$ cat config.mk
export PLATFORM = sky130hd
export DESIGN_NAME = rv_exec_unit
export DESIGN_NICKNAME = d
export VERILOG_FILES = /design/src/rv_pkg.sv /design/src/rv_alu2.sv /design/src/rv_decode.sv /design/src/rv_exec_unit.sv /design/src/rv_stage_buf.sv
export VERILOG_INCLUDE_DIRS = /design/src /design/src/include
export SDC_FILE = /design/constraint.sdc
export NUM_CORES = 2
export LEC_CHECK = 0
export CELL_PAD_IN_SITES_DETAIL_PLACEMENT = 1
export CELL_PAD_IN_SITES_GLOBAL_PLACEMENT = 2
export CORE_MARGIN = 2
export CORE_UTILIZATION = 40
export DETAILED_ROUTE_END_ITERATION = 16
export DONT_BUFFER_PORTS = 1
export PLACE_DENSITY_LB_ADDON = 0.1
export SLEW_MARGIN = 40
export SYNTH_ARGS = -nofsm -noshare
export SYNTH_HDL_FRONTEND = slang
export SYNTH_SLANG_ARGS = --single-unit
$ cat constraint.sdc
create_clock -name i_clk -period 37.9 [get_ports i_clk]
set_input_delay 0 -clock i_clk [delete_from_list [all_inputs] [get_ports i_clk]]
set_output_delay 0 -clock i_clk [all_outputs]
set_load 0.005 [all_outputs]
$ cat src/include/rv_config.svh
`ifndef RV_CONFIG_SVH
`define RV_CONFIG_SVH

// instruction address width, anything from 16 to 32 bits.
`define RV_IADDR_BITS 32

// 1 honors the predicted next PC of a packet, 0 treats all as not-taken.
`define RV_BRANCH_PREDICTION 1

`endif

$ cat src/rv_pkg.sv
`default_nettype none

`include "rv_config.svh"

package rv_pkg;

    typedef struct packed {
        logic arith_sub;
        logic arith_shr;          // selects the right shifter over the left one.
        logic shift_arithmetical;
        logic bits_xor;
        logic bits_or;            // neither xor nor or means and.
        logic cmp_lts;
        logic cmp_ltu;            // neither lts nor ltu means equality.
        logic cmp_inversed;
    } alu_ctrl_t;

    // one-hot result group.
    typedef struct packed {
        logic cmp;
        logic bits;
        logic shift;
        logic arith;
    } alu_res_t;

    typedef struct packed {
        logic pc_next;
        logic load;
    } res_src_t;

    typedef struct packed {
        logic                      taken;
        logic [`RV_IADDR_BITS-1:0] target;
    } branch_pred_t;

    typedef struct packed {
        logic [31:0]               instr;
        logic [`RV_IADDR_BITS-1:0] pc;
        logic [31:0]               rs1_data;
        logic [31:0]               rs2_data;
        logic [31:0]               csr_data;
        logic                      pred_taken;
        logic [`RV_IADDR_BITS-1:0] pred_target;
    } fetch_pkt_t;

    typedef struct packed {
        logic [31:0]               op1;
        logic [31:0]               op2;
        alu_ctrl_t                 ctrl;
        alu_res_t                  res;
        res_src_t                  res_src;
        logic                      store;
        logic                      reg_write;
        logic [4:0]                rd;
        logic                      inst_jal_jalr;
        logic                      inst_branch;
        logic [`RV_IADDR_BITS-1:0] pc;
        logic [`RV_IADDR_BITS-1:0] pc_next;
        logic [`RV_IADDR_BITS-1:0] pc_target;
        branch_pred_t              branch_pred;
        logic [2:0]                funct3;
        logic [31:0]               reg_data2;
        logic                      csr_read;
        logic [31:0]               csr_data;
        logic                      to_trap;
    } exec_req_t;

    typedef struct packed {
        logic [31:0]               result;
        logic [31:0]               addr;
        logic                      store;
        logic                      reg_write;
        logic [4:0]                rd;
        logic [`RV_IADDR_BITS-1:0] pc;
        logic [`RV_IADDR_BITS-1:0] next_pc;
        logic                      redirect;
        res_src_t                  res_src;
        logic [31:0]               wdata;
        logic [3:0]                wsel;
        logic [2:0]                funct3;
        logic                      to_trap;
    } exec_rsp_t;

endpackage

`default_nettype wire

$ cat src/rv_alu2.sv
`timescale 1ns/100ps
`default_nettype none

`include "rv_config.svh"

module rv_alu2
(
    input  wire                    i_clk,
    input  wire                    i_reset,
    input  wire                    i_flush,
    input  wire                    i_valid,
    output logic                   o_ready,
    input  wire rv_pkg::exec_req_t i_req,
    output logic                   o_valid,
    input  wire                    i_ready,
    output rv_pkg::exec_rsp_t      o_rsp
);

    localparam int   AW      = `RV_IADDR_BITS;
    localparam logic PRED_EN = (`RV_BRANCH_PREDICTION != 0);

    rv_pkg::exec_req_t req_q;
    logic              valid_q;
    logic              op_b_sel;
    logic [31:0]       op_b;
    logic [32:0]       sum;
    logic              overflow;
    logic              eq;
    logic              lts;
    logic              ltu;
    logic              cmp_result;
    logic [31:0]       bits_result;
    logic [31:0]       shl;
    logic [31:0]       shr;
    logic [31:0]       shift_result;
    logic [31:0]       alu_result;
    logic              taken;
    logic [AW-1:0]     actual_pc;
    logic [AW-1:0]     pred_pc;

    assign o_ready = !valid_q || i_ready;

    always_ff @(posedge i_clk)
    begin
        if (i_reset || i_flush)
            valid_q <= 1'b0;
        else if (o_ready)
            valid_q <= i_valid;
    end

    always_ff @(posedge i_clk)
    begin
        if (i_valid && o_ready)
            req_q <= i_req;
    end

    // one adder serves add, sub, compare and the memory address.
    assign op_b_sel = req_q.ctrl.arith_sub || req_q.res.cmp;
    assign op_b     = op_b_sel ? ~req_q.op2 : req_q.op2;
    assign sum      = {1'b0, req_q.op1} + {1'b0, op_b} + {32'b0, op_b_sel};
    assign overflow = (req_q.op1[31] ^ req_q.op2[31]) & (req_q.op1[31] ^ sum[31]);

    assign eq  = (req_q.op1 == req_q.op2);
    assign lts = sum[31] ^ overflow;
    assign ltu = !sum[32];                         // no carry out means a borrow.

    assign cmp_result = req_q.ctrl.cmp_inversed ^ (req_q.ctrl.cmp_lts ? lts :
                                                   req_q.ctrl.cmp_ltu ? ltu : eq);

    assign bits_result = req_q.ctrl.bits_xor ? (req_q.op1 ^ req_q.op2) :
                         req_q.ctrl.bits_or  ? (req_q.op1 | req_q.op2) :
                                               (req_q.op1 & req_q.op2);

    assign shl = req_q.op1 << req_q.op2[4:0];
    assign shr = req_q.ctrl.shift_arithmetical ? 32'($signed(req_q.op1) >>> req_q.op2[4:0])
                                               : req_q.op1 >> req_q.op2[4:0];
    assign shift_result = req_q.ctrl.arith_shr ? shr : shl;

    // the result group is one-hot, so a plain and-or mux does.
    assign alu_result = ({32{req_q.res.cmp}}   & {31'b0, cmp_result}) |
                        ({32{req_q.res.bits}}  & bits_result)         |
                        ({32{req_q.res.shift}} & shift_result)        |
                        ({32{req_q.res.arith}} & sum[31:0]);

    assign taken     = req_q.inst_jal_jalr || (req_q.inst_branch && cmp_result);
    assign actual_pc = taken ? req_q.pc_target : req_q.pc_next;
    assign pred_pc   = (PRED_EN && req_q.branch_pred.taken) ? req_q.branch_pred.target
                                                            : req_q.pc_next;

    always_comb
    begin
        o_rsp           = '0;
        o_rsp.result    = req_q.res_src.pc_next ? 32'(req_q.pc_next) :
                          req_q.csr_read        ? req_q.csr_data :
                                                  alu_result;
        o_rsp.addr      = sum[31:0];
        o_rsp.store     = req_q.store;
        o_rsp.reg_write = req_q.reg_write;
        o_rsp.rd        = req_q.rd;
        o_rsp.pc        = req_q.pc;
        o_rsp.next_pc   = actual_pc;
        o_rsp.redirect  = (actual_pc != pred_pc);
        o_rsp.res_src   = req_q.res_src;
        o_rsp.funct3    = req_q.funct3;
        o_rsp.to_trap   = req_q.to_trap;
        case (req_q.funct3[1:0])
            2'b00:   o_rsp.wdata = {4{req_q.reg_data2[7:0]}};
            2'b01:   o_rsp.wdata = {2{req_q.reg_data2[15:0]}};
            default: o_rsp.wdata = req_q.reg_data2;
        endcase
        case (req_q.funct3[1:0])
            2'b00:   o_rsp.wsel = 4'b0001 << sum[1:0];
            2'b01:   o_rsp.wsel = sum[1] ? 4'b1100 : 4'b0011;
            default: o_rsp.wsel = 4'b1111;
        endcase
    end

    assign o_valid = valid_q;

endmodule

`default_nettype wire

$ cat src/rv_decode.sv
`timescale 1ns/100ps
`default_nettype none

`include "rv_config.svh"

module rv_decode
(
    input  wire rv_pkg::fetch_pkt_t i_pkt,
    output rv_pkg::exec_req_t       o_req
);

    localparam int AW = `RV_IADDR_BITS;

    localparam logic [6:0] OPC_OP     = 7'b0110011;
    localparam logic [6:0] OPC_OP_IMM = 7'b0010011;
    localparam logic [6:0] OPC_LUI    = 7'b0110111;
    localparam logic [6:0] OPC_AUIPC  = 7'b0010111;
    localparam logic [6:0] OPC_JAL    = 7'b1101111;
    localparam logic [6:0] OPC_JALR   = 7'b1100111;
    localparam logic [6:0] OPC_BRANCH = 7'b1100011;
    localparam logic [6:0] OPC_LOAD   = 7'b0000011;
    localparam logic [6:0] OPC_STORE  = 7'b0100011;
    localparam logic [6:0] OPC_SYSTEM = 7'b1110011;

    logic [6:0]        opcode;
    logic [2:0]        funct3;
    logic              alt_op;
    logic [4:0]        rd;
    logic [31:0]       imm_i;
    logic [31:0]       imm_s;
    logic [31:0]       imm_b;
    logic [31:0]       imm_u;
    logic [31:0]       imm_j;
    logic [31:0]       pc_ext;
    logic [31:0]       jalr_sum;
    rv_pkg::alu_ctrl_t op_ctrl;
    rv_pkg::alu_res_t  op_res;

    assign opcode   = i_pkt.instr[6:0];
    assign funct3   = i_pkt.instr[14:12];
    assign alt_op   = i_pkt.instr[30];                // funct7 bit 5, sub and sra.
    assign rd       = i_pkt.instr[11:7];
    assign imm_i    = {{20{i_pkt.instr[31]}}, i_pkt.instr[31:20]};
    assign imm_s    = {{20{i_pkt.instr[31]}}, i_pkt.instr[31:25], i_pkt.instr[11:7]};
    assign imm_b    = {{19{i_pkt.instr[31]}}, i_pkt.instr[31], i_pkt.instr[7],
                       i_pkt.instr[30:25], i_pkt.instr[11:8], 1'b0};
    assign imm_u    = {i_pkt.instr[31:12], 12'b0};
    assign imm_j    = {{11{i_pkt.instr[31]}}, i_pkt.instr[31], i_pkt.instr[19:12],
                       i_pkt.instr[20], i_pkt.instr[30:21], 1'b0};
    assign pc_ext   = 32'(i_pkt.pc);
    assign jalr_sum = i_pkt.rs1_data + imm_i;

    // shared by OP and OP-IMM, only the register form subtracts.
    always_comb
    begin
        op_ctrl = '0;
        op_res  = '0;
        case (funct3)
            3'b000:
            begin
                op_res.arith      = 1'b1;
                op_ctrl.arith_sub = (opcode == OPC_OP) && alt_op;
            end
            3'b001: op_res.shift = 1'b1;
            3'b010:
            begin
                op_res.cmp      = 1'b1;
                op_ctrl.cmp_lts = 1'b1;
            end
            3'b011:
            begin
                op_res.cmp      = 1'b1;
                op_ctrl.cmp_ltu = 1'b1;
            end
            3'b100:
            begin
                op_res.bits      = 1'b1;
                op_ctrl.bits_xor = 1'b1;
            end
            3'b101:
            begin
                op_res.shift               = 1'b1;
                op_ctrl.arith_shr          = 1'b1;
                op_ctrl.shift_arithmetical = alt_op;
            end
            3'b110:
            begin
                op_res.bits     = 1'b1;
                op_ctrl.bits_or = 1'b1;
            end
            default: op_res.bits = 1'b1;
        endcase
    end

    always_comb
    begin
        o_req                    = '0;
        o_req.op1                = i_pkt.rs1_data;
        o_req.op2                = i_pkt.rs2_data;
        o_req.res.arith          = 1'b1;
        o_req.rd                 = rd;
        o_req.pc                 = i_pkt.pc;
        o_req.pc_next            = AW'(pc_ext + 32'd4);
        o_req.pc_target          = AW'(pc_ext + imm_b);
        o_req.branch_pred.taken  = i_pkt.pred_taken;
        o_req.branch_pred.target = i_pkt.pred_target;
        o_req.funct3             = funct3;
        o_req.reg_data2          = i_pkt.rs2_data;
        o_req.csr_data           = i_pkt.csr_data;
        case (opcode)
            OPC_OP:
            begin
                o_req.ctrl      = op_ctrl;
                o_req.res       = op_res;
                o_req.reg_write = 1'b1;
            end
            OPC_OP_IMM:
            begin
                o_req.ctrl      = op_ctrl;
                o_req.res       = op_res;
                o_req.op2       = imm_i;
                o_req.reg_write = 1'b1;
            end
            OPC_LUI:
            begin
                o_req.op1       = '0;
                o_req.op2       = imm_u;
                o_req.reg_write = 1'b1;
            end
            OPC_AUIPC:
            begin
                o_req.op1       = pc_ext;
                o_req.op2       = imm_u;
                o_req.reg_write = 1'b1;
            end
            OPC_JAL:
            begin
                o_req.res_src.pc_next = 1'b1;
                o_req.inst_jal_jalr   = 1'b1;
                o_req.reg_write       = 1'b1;
                o_req.pc_target       = AW'(pc_ext + imm_j);
            end
            OPC_JALR:
            begin
                o_req.op2             = imm_i;
                o_req.res_src.pc_next = 1'b1;
                o_req.inst_jal_jalr   = 1'b1;
                o_req.reg_write       = 1'b1;
                o_req.pc_target       = AW'({jalr_sum[31:1], 1'b0});
            end
            OPC_BRANCH:
            begin
                o_req.res              = '0;
                o_req.res.cmp          = 1'b1;
                o_req.inst_branch      = 1'b1;
                o_req.ctrl.cmp_lts     = (funct3[2:1] == 2'b10);
                o_req.ctrl.cmp_ltu     = (funct3[2:1] == 2'b11);
                o_req.ctrl.cmp_inversed = funct3[0];  // bne, bge and bgeu.
                o_req.to_trap          = (funct3[2:1] == 2'b01);
            end
            OPC_LOAD:
            begin
                o_req.op2          = imm_i;
                o_req.res_src.load = 1'b1;
                o_req.reg_write    = 1'b1;
            end
            OPC_STORE:
            begin
                o_req.op2   = imm_s;
                o_req.store = 1'b1;
            end
            OPC_SYSTEM:
            begin
                o_req.csr_read  = (funct3[1:0] != 2'b00);  // ecall, ebreak and 100 trap.
                o_req.reg_write = o_req.csr_read;
                o_req.to_trap   = !o_req.csr_read;
            end
            default: o_req.to_trap = 1'b1;
        endcase
        if (o_req.to_trap)
        begin
            o_req.reg_write   = 1'b0;
            o_req.store       = 1'b0;
            o_req.inst_branch = 1'b0;
        end
    end

endmodule

`default_nettype wire

$ cat src/rv_exec_unit.sv
`timescale 1ns/100ps
`default_nettype none

module rv_exec_unit
(
    input  wire                     i_clk,
    input  wire                     i_reset,
    input  wire                     i_flush,
    input  wire                     i_pkt_valid,
    output logic                    o_pkt_ready,
    input  wire rv_pkg::fetch_pkt_t i_pkt,
    output logic                    o_rsp_valid,
    input  wire                     i_rsp_ready,
    output rv_pkg::exec_rsp_t       o_rsp
);

    rv_pkg::fetch_pkt_t buf_pkt;
    logic               buf_valid;
    rv_pkg::exec_req_t  dec_req;
    logic               alu_ready;
    rv_pkg::exec_rsp_t  alu_rsp;
    logic               alu_valid;
    logic               out_ready;

    rv_stage_buf #(
        .T          (rv_pkg::fetch_pkt_t)
    ) in_buf_i (
        .i_clk      (i_clk),
        .i_reset    (i_reset),
        .i_flush    (i_flush),
        .i_valid    (i_pkt_valid),
        .o_ready    (o_pkt_ready),
        .i_data     (i_pkt),
        .o_valid    (buf_valid),
        .i_ready    (alu_ready),
        .o_data     (buf_pkt)
    );

    rv_decode decode_i (
        .i_pkt      (buf_pkt),
        .o_req      (dec_req)
    );

    rv_alu2 alu_i (
        .i_clk      (i_clk),
        .i_reset    (i_reset),
        .i_flush    (i_flush),
        .i_valid    (buf_valid),
        .o_ready    (alu_ready),
        .i_req      (dec_req),
        .o_valid    (alu_valid),
        .i_ready    (out_ready),
        .o_rsp      (alu_rsp)
    );

    rv_stage_buf #(
        .T          (rv_pkg::exec_rsp_t)
    ) out_buf_i (
        .i_clk      (i_clk),
        .i_reset    (i_reset),
        .i_flush    (i_flush),
        .i_valid    (alu_valid),
        .o_ready    (out_ready),
        .i_data     (alu_rsp),
        .o_valid    (o_rsp_valid),
        .i_ready    (i_rsp_ready),
        .o_data     (o_rsp)
    );

endmodule

`default_nettype wire

$ cat src/rv_stage_buf.sv
`timescale 1ns/100ps
`default_nettype none

module rv_stage_buf
#(
    parameter type T = logic [31:0]
)
(
    input  wire   i_clk,
    input  wire   i_reset,
    input  wire   i_flush,
    input  wire   i_valid,
    output logic  o_ready,
    input  wire T i_data,
    output logic  o_valid,
    input  wire   i_ready,
    output T      o_data
);

    logic out_valid;
    logic skid_valid;
    T     out_data;
    T     skid_data;
    logic in_fire;
    logic load_out;

    assign in_fire  = i_valid && !skid_valid;     // ready is simply an empty skid slot.
    assign load_out = !out_valid || i_ready;      // the output register may take a new item.

    always_ff @(posedge i_clk)
    begin
        if (i_reset || i_flush)
        begin
            out_valid  <= 1'b0;
            skid_valid <= 1'b0;
        end
        else if (load_out)
        begin
            out_valid  <= skid_valid || in_fire;  // the skid item goes first to keep order.
            skid_valid <= 1'b0;
        end
        else if (in_fire)
        begin
            skid_valid <= 1'b1;                   // downstream stalled, park the item.
        end
    end

    always_ff @(posedge i_clk)
    begin
        if (load_out)
            out_data <= skid_valid ? skid_data : i_data;
        if (!load_out && in_fire)
            skid_data <= i_data;
    end

    assign o_ready = !skid_valid;
    assign o_valid = out_valid;
    assign o_data  = out_data;

endmodule

`default_nettype wire

==> impl_metrics.toml <==
[status]
status = "finished clean"

[synthesis]
ys_seq_area_frac = 0.6092
synth_warnings = 0
synth_top_area_frac = 0.6072
synth_area_leaders = "edfxtp_1 (61%), mux2_2 (8.4%), ha_1 (3.9%), nand2_1 (2.9%), o21ai_0 (2.6%)"
syn_inst = 3874
yosys.area.top_type = "edfxtp_1"
syn_area_mm2 = 0.05064
synthArstFlopShare = 0
synth_edf_count = 1024
syn_area_per_cell_um2 = 13.07
synth-seq-cells = 1029
syn_nets = 4232
yosysMostFrequentCell = "edfxtp_1"
synth_cell_type_count = 95
synthFlopType = "edfxtp_1"
synth_common_cells = "edfxtp_1 (1024), nand2_1 (397), mux2_2 (377)"

[placement]
dp_hpwl_um = 137100
place_area_mm2 = 0.05259
place_congestion = 0.9359
io_buffers = 0

[route]
dr.pass1.iters = 6
wire_per_inst_um = 31.89
vias = 34620
drc = 0
drt-initial-drc-count = 3152
antenna_left = 0
via_per_inst = 5.777
drt-total-wl_um = 191100

[power]
power.total_w = 0.002699
ir_worst_vdd_mv = 0.04226
p_per_area_mw_per_mm2 = 44.78
p_leak_nw = 21.91

[clocking]
cts_root_buf = "clkbuf_16"
cts_sinks = 1029
htreeDepth = 3
cts.path.max_buffers = 3
cts_tree = "done"
clk_latency_ps = 740
cts_buffers = 108
cts.clk_slew.worst_paths_ps = 60
cts_resized = 0
post_cts.repair.setup_buffers = 0

[sta]
tightest_slew_ps = 895.7
holdWs_ps = 152.6
tns_ps = 0
fin_crit_sh = 0.1722
finalClockSkew_ps = 40.04
slew_viol_final = 0
rsz0062_at_grt = "no"
max_freq_ghz = 0.1532
setup_viol = 0
finalHoldViolCount = 0
fin_crit_ps = 6526
max_slew_margin = 0.4029

[floorplanning]
die_y_um = 359.8
dieArea_mm2 = 0.1295
coreArea_mm2 = 0.1256
initial_core_util = 0.4033
fp-row-count = 130
ios = 378
die_w_um = 359.8

[critical_path]
cp.required_ps = 38360
crit_path_end_kind = "flop"
startpoint_type = "flop"
crit_fanout = 49
ff2ff_setup_slack_ps = 31370
criticalPathCategory = "flop to flop"
worst_ep_arrival_time_ps = 6990

[finish]
seqCellArea_mm2 = 0.03086
layout-drive-gt1-share = 0.1599
area_growth_pct = 19.05
postLayoutCellArea_mm2 = 0.06029
nets = 4608
fill_cells = 12600
multi_input_area_mm2 = 0.01848

[grt]
antenna_found_initial = 19
gr-total-overflow = 0
grtUsageTotal = 0.2924
grt_max_degree = 137
grt_pass1_vias = 36300
grt_pass1_wl_um = 273600

[min_path]
hold_class = "primary input to flop"

[flow_run]
drv_cap = 0
==> cell usage in the layout, fill, tap and decap left out, drive strengths merged, types with 21 or more instances in the layout <==
cell type	Yosys	final
edfxtp	1024	1024
nand2	397	397
dlygate4sd3	0	392
mux2	378	378
o21ai	264	264
nor2	226	226
ha	157	157
inv	153	156
a21oi	152	152
clkbuf	163	136
xnor2	122	122
mux2i	80	80
buf	41	78
xor2	54	54
clkinv	4	47
a21o	46	46
nand3	45	45
a31oi	36	36
nor3	36	36
nand3b	35	35
a221o	30	30
nand2b	30	30
mux4	28	28
a211oi	25	25
or3	23	23
and3	22	22
a222oi	21	21
o211ai	21	21
==> sequential cells by signal, summed over array words and instances (netlist names) <==
signal,cells
alu_i.o_rsp,43
in_buf_i.skid_valid,1
alu_i.req_q,239
alu_i.o_valid,1
in_buf_i.o_data,193
out_buf_i.skid_data,178
out_buf_i.o_valid,1
in_buf_i.skid_data,193
out_buf_i.o_data,178
in_buf_i.o_valid,1
out_buf_i.skid_valid,1
==> through the flow <==
stage	setup slack (ps)	utilization	cells
floorplan	14380	-	3874
global placement	31100	0.4181	5387
detailed placement	31090	0.4188	5394
CTS	31020	0.4790	5986
global route	31040	0.4801	5990
finish	31370	0.4801	5992
==> path summary, 6_finish.rpt <==
kind,from,to,depth (start not counted)
worst max-delay path,alu_i.req_q[225],out_buf_i.o_data[42],16
worst min-delay path,i_pkt_valid,in_buf_i.skid_valid,3
worst max register to register,alu_i.req_q[225],out_buf_i.o_data[42],16
worst min register to register,in_buf_i.o_data[55],alu_i.req_q[23],0
==> worst max-delay path, stage by stage (launching register included) <==
cell and delay, ps:
edfxtp_1 320, buf_4 480, clkinv_1 500, ha_1 440, nor4_1 530, nand4_1 190
o31ai_1 490, a21oi_1 180, or2_1 290, a311oi_4 300, buf_4 470, nand2_4 430
nor2_1 480, a211oi_1 110, a211oi_2 300, nand4_1 190, o41a_1 440
==> power breakdown <==
part	leakage [nW]	switching (W)	total [W]	internal [W]
clock	1.75	0.000478	0.00110	0.000623
combinational	10.3	0.000154	0.000265	0.000111
sequential	9.89	0.0000422	0.00133	0.00129
total	21.9	0.000674	0.00270	0.00203
==> layer usage <==
metal | track usage | routed length (um) | up-vias
met4 | 0.07118 | 4195 | 4
met5 | 0 | 27 | -
met2 | 0.4819 | 91540 | 1096
met1 | 0.4115 | 86140 | 17960
li1 | - | - | 15370
met3 | 0.03550 | 9148 | 193
==> timing repair <==
action	in CTS	in global routing
setup endpoints to repair	0	0
endpoints found under the hold margin	465	0
hold buffers	392	0
==> cells by family after synthesis <==
logic type                 Yosys count  synth area share
muxes                              486            0.1125
buffers and inverters              361           0.02802
xor gates and xnor gates           176           0.03044
DFF                               1029            0.6092
and+or+nand+nor                    886           0.07855
adders and majority gates          160           0.03998
AOI/OAI and AO/OA                  776            0.1013
==> area by class of cell <==
type	instances	area share
well taps	1650	0.03424
clock buffers	136	0.04827
flip-flops and latches	1029	0.5118
repair buffers	470	0.07714
multi-input cells	2484	0.3066
inverters	157	0.009817
diodes	2	0.00008302
clock inverters	64	0.01204
Note: power is estimated with default switching activity, not from simulation.
